### config.mk
export PLATFORM = sky130hd
export DESIGN_NAME = lc3b_pipeline
export DESIGN_NICKNAME = d
export VERILOG_FILES = /design/src/lc3b_types.sv /design/src/decode.sv /design/src/execute.sv /design/src/fetch.sv /design/src/lc3b_pipeline.sv /design/src/mem_arbiter.sv /design/src/mem_stage.sv
export VERILOG_INCLUDE_DIRS = /design/src /design/src/src
export SDC_FILE = /design/constraint.sdc
export NUM_CORES = 1
export LEC_CHECK = 0
export ABC_AREA = 1
export BUFFER_PORTS_ARGS = -buffer_cell sky130_fd_sc_hd__buf_4
export CORE_ASPECT_RATIO = 0.5
export CORE_UTILIZATION = 55
export CTS_CLUSTER_DIAMETER = 80
export DETAILED_ROUTE_END_ITERATION = 10
export GPL_TIMING_DRIVEN = 0
export PLACE_DENSITY = 0.78
export SYNTH_ARGS = -nofsm -noshare
export SYNTH_HDL_FRONTEND = slang
export SYNTH_SLANG_ARGS = --single-unit
### constraint.sdc
create_clock -name clk -period 3.5 [get_ports clk]
set_input_delay 0.525 -clock clk [delete_from_list [all_inputs] [get_ports clk]]
set_output_delay 0.525 -clock clk [all_outputs]
set_load 0.01 [all_outputs]
### src/lc3b_config.svh
`ifndef LC3B_CONFIG_SVH
`define LC3B_CONFIG_SVH

// byte address of the first instruction fetch
`define LC3B_RESET_PC 16'h0000

// register file depth
`define LC3B_NUM_REGS 8

`endif

### src/lc3b_types.sv
`default_nettype none

package lc3b_types;

	typedef logic [15:0] lc3b_word;
	typedef logic [2:0] lc3b_reg;
	typedef logic [2:0] lc3b_nzp;

	// LC-3b encodings, op_nop marks bubbles
	typedef enum logic [3:0] {
		op_br  = 4'b0000,
		op_add = 4'b0001,
		op_and = 4'b0101,
		op_ldr = 4'b0110,
		op_str = 4'b0111,
		op_nop = 4'b1000,
		op_not = 4'b1001,
		op_lea = 4'b1110
	} lc3b_opcode;

	typedef enum logic [1:0] {
		alu_add,
		alu_and,
		alu_not,
		alu_pass
	} lc3b_alu_op;

	typedef struct packed {
		lc3b_opcode opcode;
		lc3b_alu_op alu_op;
		logic imm_sel;
		logic ld_reg;
		logic ld_cc;
		logic mem_read;
		logic mem_write;
	} lc3b_ctrl;

	typedef struct packed {
		lc3b_word npc;
		lc3b_word ir;
		logic valid;
	} fd_reg_t;

	typedef struct packed {
		lc3b_word npc;
		lc3b_word ir;
		lc3b_ctrl ctrl;
		lc3b_word src_a;
		lc3b_word src_b;
		lc3b_reg dest;
		lc3b_nzp cc;
		logic valid;
	} de_reg_t;

	typedef struct packed {
		lc3b_ctrl ctrl;
		lc3b_word addr;
		lc3b_word result;
		lc3b_reg dest;
		lc3b_word store_data;
		logic valid;
	} em_reg_t;

	typedef struct packed {
		lc3b_ctrl ctrl;
		lc3b_word result;
		lc3b_reg dest;
		logic valid;
	} mw_reg_t;

	typedef struct packed {
		logic read;
		logic write;
		lc3b_word addr;
		lc3b_word wdata;
	} mem_req_t;

endpackage : lc3b_types

`default_nettype wire

### src/decode.sv
`timescale 1ns/10ps
`default_nettype none

`include "lc3b_config.svh"

module decode import lc3b_types::*; (
	input  logic    clk,
	input  logic    arst_n,
	input  fd_reg_t fd,
	input  de_reg_t de_in,
	input  em_reg_t em,
	input  mw_reg_t mw,
	input  logic    hold,
	input  logic    redirect,
	output de_reg_t de,
	output logic    stall
);

	lc3b_word regs [`LC3B_NUM_REGS];
	lc3b_nzp cc;
	lc3b_nzp wb_cc;
	lc3b_ctrl ctrl;
	lc3b_reg sr_a;
	lc3b_reg sr_b;
	logic use_a;
	logic use_b;
	logic raw_hit;
	logic cc_hit;
	logic dep_stall;

	function automatic logic reg_hit(
		input logic valid,
		input logic ld_reg,
		input lc3b_reg dest,
		input lc3b_reg a,
		input lc3b_reg b,
		input logic ua,
		input logic ub
	);
		return valid && ld_reg && ((ua && dest == a) || (ub && dest == b));
	endfunction

	always_comb begin
		ctrl = '0;
		ctrl.opcode = op_nop;
		ctrl.alu_op = alu_pass;
		use_a = 1'b0;
		use_b = 1'b0;
		sr_a = fd.ir[8:6];
		sr_b = fd.ir[2:0];
		case (fd.ir[15:12])
			op_add, op_and: begin
				ctrl.opcode = lc3b_opcode'(fd.ir[15:12]);
				ctrl.alu_op = (fd.ir[15:12] == op_add) ? alu_add : alu_and;
				ctrl.imm_sel = fd.ir[5];
				ctrl.ld_reg = 1'b1;
				ctrl.ld_cc = 1'b1;
				use_a = 1'b1;
				use_b = !fd.ir[5];
			end
			op_not: begin
				ctrl.opcode = op_not;
				ctrl.alu_op = alu_not;
				ctrl.ld_reg = 1'b1;
				ctrl.ld_cc = 1'b1;
				use_a = 1'b1;
			end
			op_br: ctrl.opcode = op_br;
			op_lea: begin
				// LC-3b LEA leaves the condition codes alone
				ctrl.opcode = op_lea;
				ctrl.ld_reg = 1'b1;
			end
			op_ldr: begin
				ctrl.opcode = op_ldr;
				ctrl.mem_read = 1'b1;
				ctrl.ld_reg = 1'b1;
				ctrl.ld_cc = 1'b1;
				use_a = 1'b1;
			end
			op_str: begin
				ctrl.opcode = op_str;
				ctrl.mem_write = 1'b1;
				sr_b = fd.ir[11:9];
				use_a = 1'b1;
				use_b = 1'b1;
			end
			default: ;
		endcase
	end

	// interlock against everything not yet written back
	assign raw_hit = reg_hit(de_in.valid, de_in.ctrl.ld_reg, de_in.dest, sr_a, sr_b, use_a, use_b)
		|| reg_hit(em.valid, em.ctrl.ld_reg, em.dest, sr_a, sr_b, use_a, use_b)
		|| reg_hit(mw.valid, mw.ctrl.ld_reg, mw.dest, sr_a, sr_b, use_a, use_b);
	assign cc_hit = (ctrl.opcode == op_br) && ((de_in.valid && de_in.ctrl.ld_cc)
		|| (em.valid && em.ctrl.ld_cc) || (mw.valid && mw.ctrl.ld_cc));
	assign dep_stall = fd.valid && (raw_hit || cc_hit);
	assign stall = dep_stall || hold;

	always_comb begin
		if (mw.result[15])
			wb_cc = 3'b100;
		else if (mw.result == '0)
			wb_cc = 3'b010;
		else
			wb_cc = 3'b001;
	end

	always_ff @(posedge clk) begin
		if (mw.valid && mw.ctrl.ld_reg)
			regs[mw.dest] <= mw.result;
	end

	always_ff @(posedge clk or negedge arst_n) begin
		if (!arst_n)
			cc <= 3'b010;
		else if (mw.valid && mw.ctrl.ld_cc)
			cc <= wb_cc;
	end

	always_ff @(posedge clk or negedge arst_n) begin
		if (!arst_n) begin
			de <= '0;
		end else if (redirect || (dep_stall && !hold)) begin
			de.valid <= 1'b0;
			de.ctrl.opcode <= op_nop;
		end else if (!hold) begin
			de.npc <= fd.npc;
			de.ir <= fd.ir;
			de.ctrl <= ctrl;
			de.src_a <= regs[sr_a];
			de.src_b <= regs[sr_b];
			de.dest <= fd.ir[11:9];
			de.cc <= cc;
			de.valid <= fd.valid;
		end
	end

endmodule : decode

`default_nettype wire

### src/execute.sv
`timescale 1ns/10ps
`default_nettype none

module execute import lc3b_types::*; (
	input  logic     clk,
	input  logic     arst_n,
	input  de_reg_t  de,
	input  logic     hold,
	output em_reg_t  em,
	output logic     redirect,
	output lc3b_word target
);

	lc3b_word imm5;
	lc3b_word pc_off;
	lc3b_word base_off;
	lc3b_word alu_b;
	lc3b_word alu_out;
	logic taken;

	assign imm5 = {{11{de.ir[4]}}, de.ir[4:0]};

	// offsets are in words, shifted to bytes
	assign pc_off = de.npc + {{6{de.ir[8]}}, de.ir[8:0], 1'b0};
	assign base_off = de.src_a + {{9{de.ir[5]}}, de.ir[5:0], 1'b0};

	always_comb begin
		if (de.ctrl.opcode == op_lea)
			alu_b = pc_off;
		else if (de.ctrl.imm_sel)
			alu_b = imm5;
		else
			alu_b = de.src_b;
	end

	always_comb begin
		case (de.ctrl.alu_op)
			alu_add: alu_out = de.src_a + alu_b;
			alu_and: alu_out = de.src_a & alu_b;
			alu_not: alu_out = ~de.src_a;
			default: alu_out = alu_b;
		endcase
	end

	assign taken = |(de.ir[11:9] & de.cc);

	// fires once, in the cycle the branch moves on
	assign redirect = de.valid && (de.ctrl.opcode == op_br) && taken && !hold;
	assign target = pc_off;

	always_ff @(posedge clk or negedge arst_n) begin
		if (!arst_n) begin
			em <= '0;
		end else if (!hold) begin
			em.ctrl <= de.ctrl;
			em.addr <= base_off;
			em.result <= alu_out;
			em.dest <= de.dest;
			em.store_data <= de.src_b;
			em.valid <= de.valid;
		end
	end

endmodule : execute

`default_nettype wire

### src/fetch.sv
`timescale 1ns/10ps
`default_nettype none

`include "lc3b_config.svh"

module fetch import lc3b_types::*; (
	input  logic     clk,
	input  logic     arst_n,
	input  logic     stall,
	input  logic     redirect,
	input  lc3b_word target,
	input  logic     resp,
	input  lc3b_word rdata,
	output mem_req_t req,
	output fd_reg_t  fd,
	output logic     fd_stall
);

	lc3b_word pc;
	lc3b_word pc_next;
	logic busy;
	logic stale;
	logic can_issue;

	assign pc_next = pc + 16'd2;

	// room for a new word once decode takes the current one
	assign can_issue = !fd.valid || !stall;

	always_comb begin
		req = '0;
		req.read = busy || (can_issue && !redirect);
		req.addr = pc;
	end

	assign fd_stall = req.read && !resp;

	always_ff @(posedge clk or negedge arst_n) begin
		if (!arst_n) begin
			pc <= `LC3B_RESET_PC;
			busy <= 1'b0;
			stale <= 1'b0;
		end else begin
			busy <= req.read && !resp;
			if (resp)
				stale <= 1'b0;
			else if (redirect && busy)
				stale <= 1'b1;
			if (redirect)
				pc <= target;
			else if (resp && !stale)
				pc <= pc_next;
		end
	end

	always_ff @(posedge clk or negedge arst_n) begin
		if (!arst_n) begin
			fd <= '0;
		end else if (redirect) begin
			fd.valid <= 1'b0;
		end else if (resp && !stale) begin
			fd.npc <= pc_next;
			fd.ir <= rdata;
			fd.valid <= 1'b1;
		end else if (!stall) begin
			// word consumed, nothing new yet
			fd.valid <= 1'b0;
		end
	end

endmodule : fetch

`default_nettype wire

### src/lc3b_pipeline.sv
`timescale 1ns/10ps
`default_nettype none

module lc3b_pipeline import lc3b_types::*; (
	input  logic     clk,
	input  logic     arst_n,

	// physical memory port
	input  logic     pmem_resp,
	input  lc3b_word pmem_rdata,
	output logic     pmem_read,
	output logic     pmem_write,
	output lc3b_word pmem_address,
	output lc3b_word pmem_wdata
);

	// stage registers
	fd_reg_t fd;
	de_reg_t de;
	em_reg_t em;
	mw_reg_t mw;

	// arbiter side
	mem_req_t ireq;
	mem_req_t dreq;
	logic iresp;
	logic dresp;

	// branch and stall chain
	logic redirect;
	lc3b_word target;
	logic de_stall;
	logic mem_hold;

	// fd_stall left open, fd.valid already tells decode
	fetch fetch_int (
		.clk,
		.arst_n,
		.stall(de_stall),
		.redirect,
		.target,
		.resp(iresp),
		.rdata(pmem_rdata),
		.req(ireq),
		.fd,
		.fd_stall()
	);

	decode decode_int (
		.clk,
		.arst_n,
		.fd,
		.de_in(de),
		.em,
		.mw,
		.hold(mem_hold),
		.redirect,
		.de,
		.stall(de_stall)
	);

	execute execute_int (
		.clk,
		.arst_n,
		.de,
		.hold(mem_hold),
		.em,
		.redirect,
		.target
	);

	mem_stage mem_int (
		.clk,
		.arst_n,
		.em,
		.resp(dresp),
		.rdata(pmem_rdata),
		.req(dreq),
		.mw,
		.hold(mem_hold)
	);

	mem_arbiter arbiter (
		.clk,
		.arst_n,
		.ireq,
		.dreq,
		.pmem_resp,
		.iresp,
		.dresp,
		.pmem_read,
		.pmem_write,
		.pmem_address,
		.pmem_wdata
	);

endmodule : lc3b_pipeline

`default_nettype wire

### src/mem_arbiter.sv
`timescale 1ns/10ps
`default_nettype none

module mem_arbiter import lc3b_types::*; (
	input  logic     clk,
	input  logic     arst_n,
	input  mem_req_t ireq,
	input  mem_req_t dreq,
	input  logic     pmem_resp,
	output logic     iresp,
	output logic     dresp,
	output logic     pmem_read,
	output logic     pmem_write,
	output lc3b_word pmem_address,
	output lc3b_word pmem_wdata
);

	typedef enum logic [1:0] {
		st_idle,
		st_ifetch,
		st_data
	} state_t;

	state_t state;
	state_t state_next;
	lc3b_word addr_q;
	lc3b_word wdata_q;
	logic write_q;
	logic dpend;

	assign dpend = dreq.read || dreq.write;

	// data side first
	always_comb begin
		state_next = state;
		case (state)
			st_idle: begin
				if (dpend)
					state_next = st_data;
				else if (ireq.read)
					state_next = st_ifetch;
			end
			default: begin
				if (pmem_resp)
					state_next = st_idle;
			end
		endcase
	end

	always_ff @(posedge clk or negedge arst_n) begin
		if (!arst_n)
			state <= st_idle;
		else
			state <= state_next;
	end

	// request captured at grant, port stays steady until resp
	always_ff @(posedge clk) begin
		if (state == st_idle) begin
			addr_q <= dpend ? dreq.addr : ireq.addr;
			wdata_q <= dreq.wdata;
			write_q <= dpend && dreq.write;
		end
	end

	assign pmem_read = (state == st_ifetch) || (state == st_data && !write_q);
	assign pmem_write = (state == st_data) && write_q;
	assign pmem_address = addr_q;
	assign pmem_wdata = wdata_q;

	assign iresp = (state == st_ifetch) && pmem_resp;
	assign dresp = (state == st_data) && pmem_resp;

endmodule : mem_arbiter

`default_nettype wire

### src/mem_stage.sv
`timescale 1ns/10ps
`default_nettype none

module mem_stage import lc3b_types::*; (
	input  logic     clk,
	input  logic     arst_n,
	input  em_reg_t  em,
	input  logic     resp,
	input  lc3b_word rdata,
	output mem_req_t req,
	output mw_reg_t  mw,
	output logic     hold
);

	logic access;

	assign access = em.valid && (em.ctrl.mem_read || em.ctrl.mem_write);

	always_comb begin
		req.read = em.valid && em.ctrl.mem_read;
		req.write = em.valid && em.ctrl.mem_write;
		req.addr = em.addr;
		req.wdata = em.store_data;
	end

	// whole pipe waits on the data port
	assign hold = access && !resp;

	always_ff @(posedge clk or negedge arst_n) begin
		if (!arst_n) begin
			mw <= '0;
		end else if (hold) begin
			mw.valid <= 1'b0;
			mw.ctrl.opcode <= op_nop;
		end else begin
			mw.ctrl <= em.ctrl;
			mw.result <= em.ctrl.mem_read ? rdata : em.result;
			mw.dest <= em.dest;
			mw.valid <= em.valid;
		end
	end

endmodule : mem_stage

`default_nettype wire

==> results_dict.tcl <==
set metrics [dict create \
    status "finished clean" \
    synth_xor_xnor_area_share_pct 1.89 \
    num_vias 16511 \
    fraction_of_the_mapped_netlist_area_in_compound_gates_pct 17.5 \
    final_nets 2243 \
    syn-instance-count 2052 \
    cts_tree "done" \
    startpoint_type "flop" \
    worstSkewPairLatency_ns 0.56 \
    synth.top_cells.by_count "sky130_fd_sc_hd__nand2_1 (390), sky130_fd_sc_hd__o21ai_0 (348), sky130_fd_sc_hd__nor2_1 (209), sky130_fd_sc_hd__dfrtp_1 (208), sky130_fd_sc_hd__inv_1 (182)" \
    postSynth.topFlopCell "sky130_fd_sc_hd__dfrtp_1" \
    setup_viol_count_final 0 \
    initialDrtViolationCount 2292 \
    routed_wire_length_per_instance_um 22.8 \
    fmax_mhz 288 \
    sequentialPowerShare_pct 31.6 \
    sequential_cell_area_in_the_final_layout_um2 10100 \
    synth_most_common_cell "sky130_fd_sc_hd__nand2_1" \
    crit_path_kind "reg -> reg" \
    cts.clk_slew.worst_paths_ns 0.07 \
    unique_cell_type_count_in_the_yosys_netlist 51 \
    power_switching_mw 11.5 \
    layout_worst_path_cycle_share_pct 99.3 \
    timing.critical_path.fanout_max 7 \
    cp.required_ns 3.90 \
    clockRootBuffer "sky130_fd_sc_hd__clkbuf_16" \
    worst_path_largest_cell_delay_ns 0.58 \
    critical_path.endpoint_type "flop" \
    synth.mux.area_fraction_pct 0.998 \
    hold_path_class "in -> reg" \
    number_of_cell_rows 47 \
    tritoncts.num_buffers 34 \
    fill_cells 2522 \
    timing.reg2reg.worst_path_depth 21 \
    crit-reg2reg-capture "execute_int.em[34]" \
    ir_worst_vdd_mv 0.449 \
    mappedNetlistArea_um2 18600 \
    yosysSeqAreaShare_pct 54.2 \
    grt_antenna_before_repair 3 \
    async_flop_share_pct 56.5 \
    p_leak_nw 9.00 \
    met3RoutedLength_um 8160 \
    post-dp-hpwl_um 41100 \
    multi_input_comb_area_um2 8160 \
    synthToLayoutAreaGrowth_pct 17.6 \
    whs_path_depth 3 \
    layoutNonFillerInstCount 2642 \
    netlist.top_cell.by_area "sky130_fd_sc_hd__dfrtp_1" \
    drv.max_cap_violation_count 0 \
    core_region_area_um2 33100 \
    synth_area_per_cell_um2 9.05 \
    maximum_number_of_pins_on_one_net_before_global_route_repair 116 \
    vias_per_std_cell 6.25 \
    detailed_place.area_um2 19600 \
    dieHeight_um 132 \
    first_global_vias 15084 \
    synth_simple_gate_area_share_pct 15.8 \
    route.detailed.drc 0 \
    synth-adder-area-share_pct 3.42 \
    grt_pass1_wl_um 89000 \
    firstDrtPassIters 9 \
    synth_top_family_by_area "compound AO/OA/AOI/OAI gates" \
    timing.hold.worst.start "pmem_rdata[14]" \
    drt-met1-wl_um 23700 \
    placed_cells_incl_taps 2550 \
    final_period_minus_worst_setup_slack_ns 3.47 \
    timing.reg2reg.setup_slack_ns 0.03 \
    drv_slew 0 \
    share_of_yosys_cell_area_claimed_by_the_top_area_cell_type_pct 28.0 \
    detailroute.wirelength.met2_um 26200 \
    final-hold-violation-count 0 \
    number_of_nets_in_the_synthesized_netlist 2120 \
    grt_remaining_overflow 0 \
    crit_path_cell_trace "ha_4 > nand2_1 > nor2_2 > nand3_2 > nand3_4 > xor2_4 > nor2_2 > a21oi_2 > buf_6 > ha_4 > a21oi_2 > a21boi_4 > nand3_4 > nand2_2 > nand2_2 > a21oi_2 > nand2_1 > nand2_1 > o21ai_2 > o21ai_1 > o21ai_1" \
    cts-root-to-sink-buffers 3 \
    detail-route-antenna-nets 0 \
    rr_startpoint "decode_int.de[58]" \
    worst_path_max_delay_cell "sky130_fd_sc_hd__dfrtp_4" \
    worst_slew_margin_rel_pct 30.7 \
    routed.top_layer "met5" \
    post_synth_edffs 161 \
    cts_num_sinks 370 \
    postSynthRegisterBits 370 \
    insertedDiodeCount 0 \
    yosys-top-cells-area "sky130_fd_sc_hd__dfrtp_1 (28%), sky130_fd_sc_hd__edfxtp_1 (26%), sky130_fd_sc_hd__o21ai_0 (9.4%)" \
    terminating_pin_of_the_worst_hold_path "fetch_int.fd[15]" \
    yosys_warnings 0 \
    top_level_ports 53 \
    finalWeightedCongestion 0.983 \
    port-buffer-count 52 \
    p_int_mw 13.3 \
    final_cell_area_um2 21800 \
    number_of_levels_in_the_clock_h_tree 2 \
    wl_um 60200 \
    worst-slew-pin-transition_ns 1.04 \
    chipWidth_um 262 \
    powerDensity_nw_per_um2 1130 \
    switching_share_pct 46.4 \
    initial_core_util_pct 56.1 \
    grt.total_usage_pct 34.1 \
    worstPathArrival_ns 3.88 \
    post-route-util_pct 65.9 \
    layout-drive-gt1-share_pct 15.4 \
    design.die.area_um2 34500 \
    fin_skew_ns 0.0265 \
    p_comb_share_pct 52.5 \
    clock_power_share_pct 15.9 \
]
-- power by group through the flow --
stage	Combinational (mW)	Clock (mW)	Sequential (mW)
2_1_floorplan	7.06	0	7.25
3_3_place_gp	10.2	0	7.71
3_5_place_dp	10.5	0	7.74
4_1_cts	11.2	3.91	7.68
5_1_grt	13.9	4.09	7.92
6_report	13.0	3.93	7.82
-- worst max-delay path, delay by kind of cell (launching register included) --
kind,cells,cell delay [ns]
simple gates,10,1.07
compound gates,7,0.80
flops,1,0.58
fa+ha+maj,2,0.53
xor+xnor,1,0.22
buf+inv,1,0.14
-- kinds of logic (layout without fill, tap and decap cells) --
logic type / after synthesis / after routing
multiplexers: 17 / 17
AND/OR/NAND/NOR: 714 / 714
flip-flops: 370 / 370
XOR/XNOR: 40 / 40
adder cells (fa/ha/maj): 49 / 49
buffers and inverters: 287 / 436
AO/OA/AOI/OAI: 575 / 575
-- how the worst max path moves through the flow --
stage                     depth (start not counted)                  to  slack, ns               from
after global placement                           16  execute_int.em[29]      -0.71  decode_int.de[46]
final                                            21  execute_int.em[34]       0.03  decode_int.de[58]
after global routing                             19  execute_int.em[35]      -0.12  decode_int.de[58]
after floorplan                                  21  execute_int.em[35]       0.15  decode_int.de[52]
after CTS                                        23  execute_int.em[34]     -0.008  decode_int.de[51]
after detailed placement                         16  execute_int.em[29]      -0.73  decode_int.de[46]
-- timing repair --
item                       4_1_cts  5_1_grt
buffers inserted                15       14
hold endpoints to repair        18        0
setup endpoints to repair       12       11
gates resized for setup         65      112
pin swaps                       24       49
hold buffers                     1        0
-- stage by stage --
stage	power [mW]	TNS (ns)	hold slack [ns]	worst slack, ns
finish	24.7	0	0.217	0.0254
global route	25.9	-0.452	0.223	-0.122
CTS	22.8	-0.00752	0.215	-0.00752
detailed placement	18.2	-5.71	0.355	-0.725
global placement	17.9	-5.40	0.429	-0.711
floorplan	14.3	0	0.229	0.154
-- placed cells by master, fill, tap and decap left out, types with 5 or more instances in the layout --
cell type,count
sky130_fd_sc_hd__xnor2_1,14
sky130_fd_sc_hd__o21ai_2,10
sky130_fd_sc_hd__nand2_2,12
sky130_fd_sc_hd__inv_2,12
sky130_fd_sc_hd__o221ai_1,22
sky130_fd_sc_hd__ha_4,19
sky130_fd_sc_hd__o22ai_1,51
sky130_fd_sc_hd__dfrtp_1,200
sky130_fd_sc_hd__buf_4,79
sky130_fd_sc_hd__inv_1,172
sky130_fd_sc_hd__mux2_2,12
sky130_fd_sc_hd__buf_1,5
sky130_fd_sc_hd__o211ai_1,31
sky130_fd_sc_hd__nand4_1,12
sky130_fd_sc_hd__a21oi_1,45
sky130_fd_sc_hd__nand2_1,377
sky130_fd_sc_hd__buf_2,10
sky130_fd_sc_hd__a21oi_2,28
sky130_fd_sc_hd__ha_1,26
sky130_fd_sc_hd__nand2_4,10
sky130_fd_sc_hd__nand3_2,6
sky130_fd_sc_hd__a21oi_4,6
sky130_fd_sc_hd__edfxtp_1,161
sky130_fd_sc_hd__dfrtp_2,7
sky130_fd_sc_hd__xor2_1,19
sky130_fd_sc_hd__nor2_2,15
sky130_fd_sc_hd__buf_6,5
sky130_fd_sc_hd__nor2_1,195
sky130_fd_sc_hd__mux2i_1,5
sky130_fd_sc_hd__nor3_1,13
sky130_fd_sc_hd__clkinv_1,6
sky130_fd_sc_hd__o22ai_2,5
sky130_fd_sc_hd__o21ai_0,334
sky130_fd_sc_hd__clkbuf_1,82
sky130_fd_sc_hd__nand3_1,53
sky130_fd_sc_hd__or2_2,6
sky130_fd_sc_hd__o21ai_1,11
sky130_fd_sc_hd__clkbuf_16,34
sky130_fd_sc_hd__clkbuf_8,7
sky130_fd_sc_hd__o31ai_1,6
-- layout make-up --
cell class	count	area share (%)
inverter	189	3.26
tap	441	2.53
clock inverter	11	0.688
timing repair buffer	87	3.38
clock buffer	51	4.56
multi-input combinational	1395	37.4
sequential	370	46.2
buffer	98	2.03
-- sequential cells by signal (all words and copies together), names as in the netlist --
name / flops
fetch_int.fd: 33
arbiter.state: 2
arbiter.pmem_wdata: 16
arbiter.write_q: 1
fetch_int.pc: 16
arbiter.pmem_address: 16
decode_int.de: 75
decode_int.regs: 128
fetch_int.busy: 1
decode_int.cc: 3
execute_int.em: 56
mem_int.mw: 22
fetch_int.stale: 1
-- routing by layer --
metal / global-route usage [%] / vias up
met5: 0 / -
met4: 9.27 / 4
met3: 8.86 / 220
li1: - / 7269
met2: 50.8 / 1140
met1: 49.5 / 7878
Note: power is estimated with default switching activity, not from simulation.
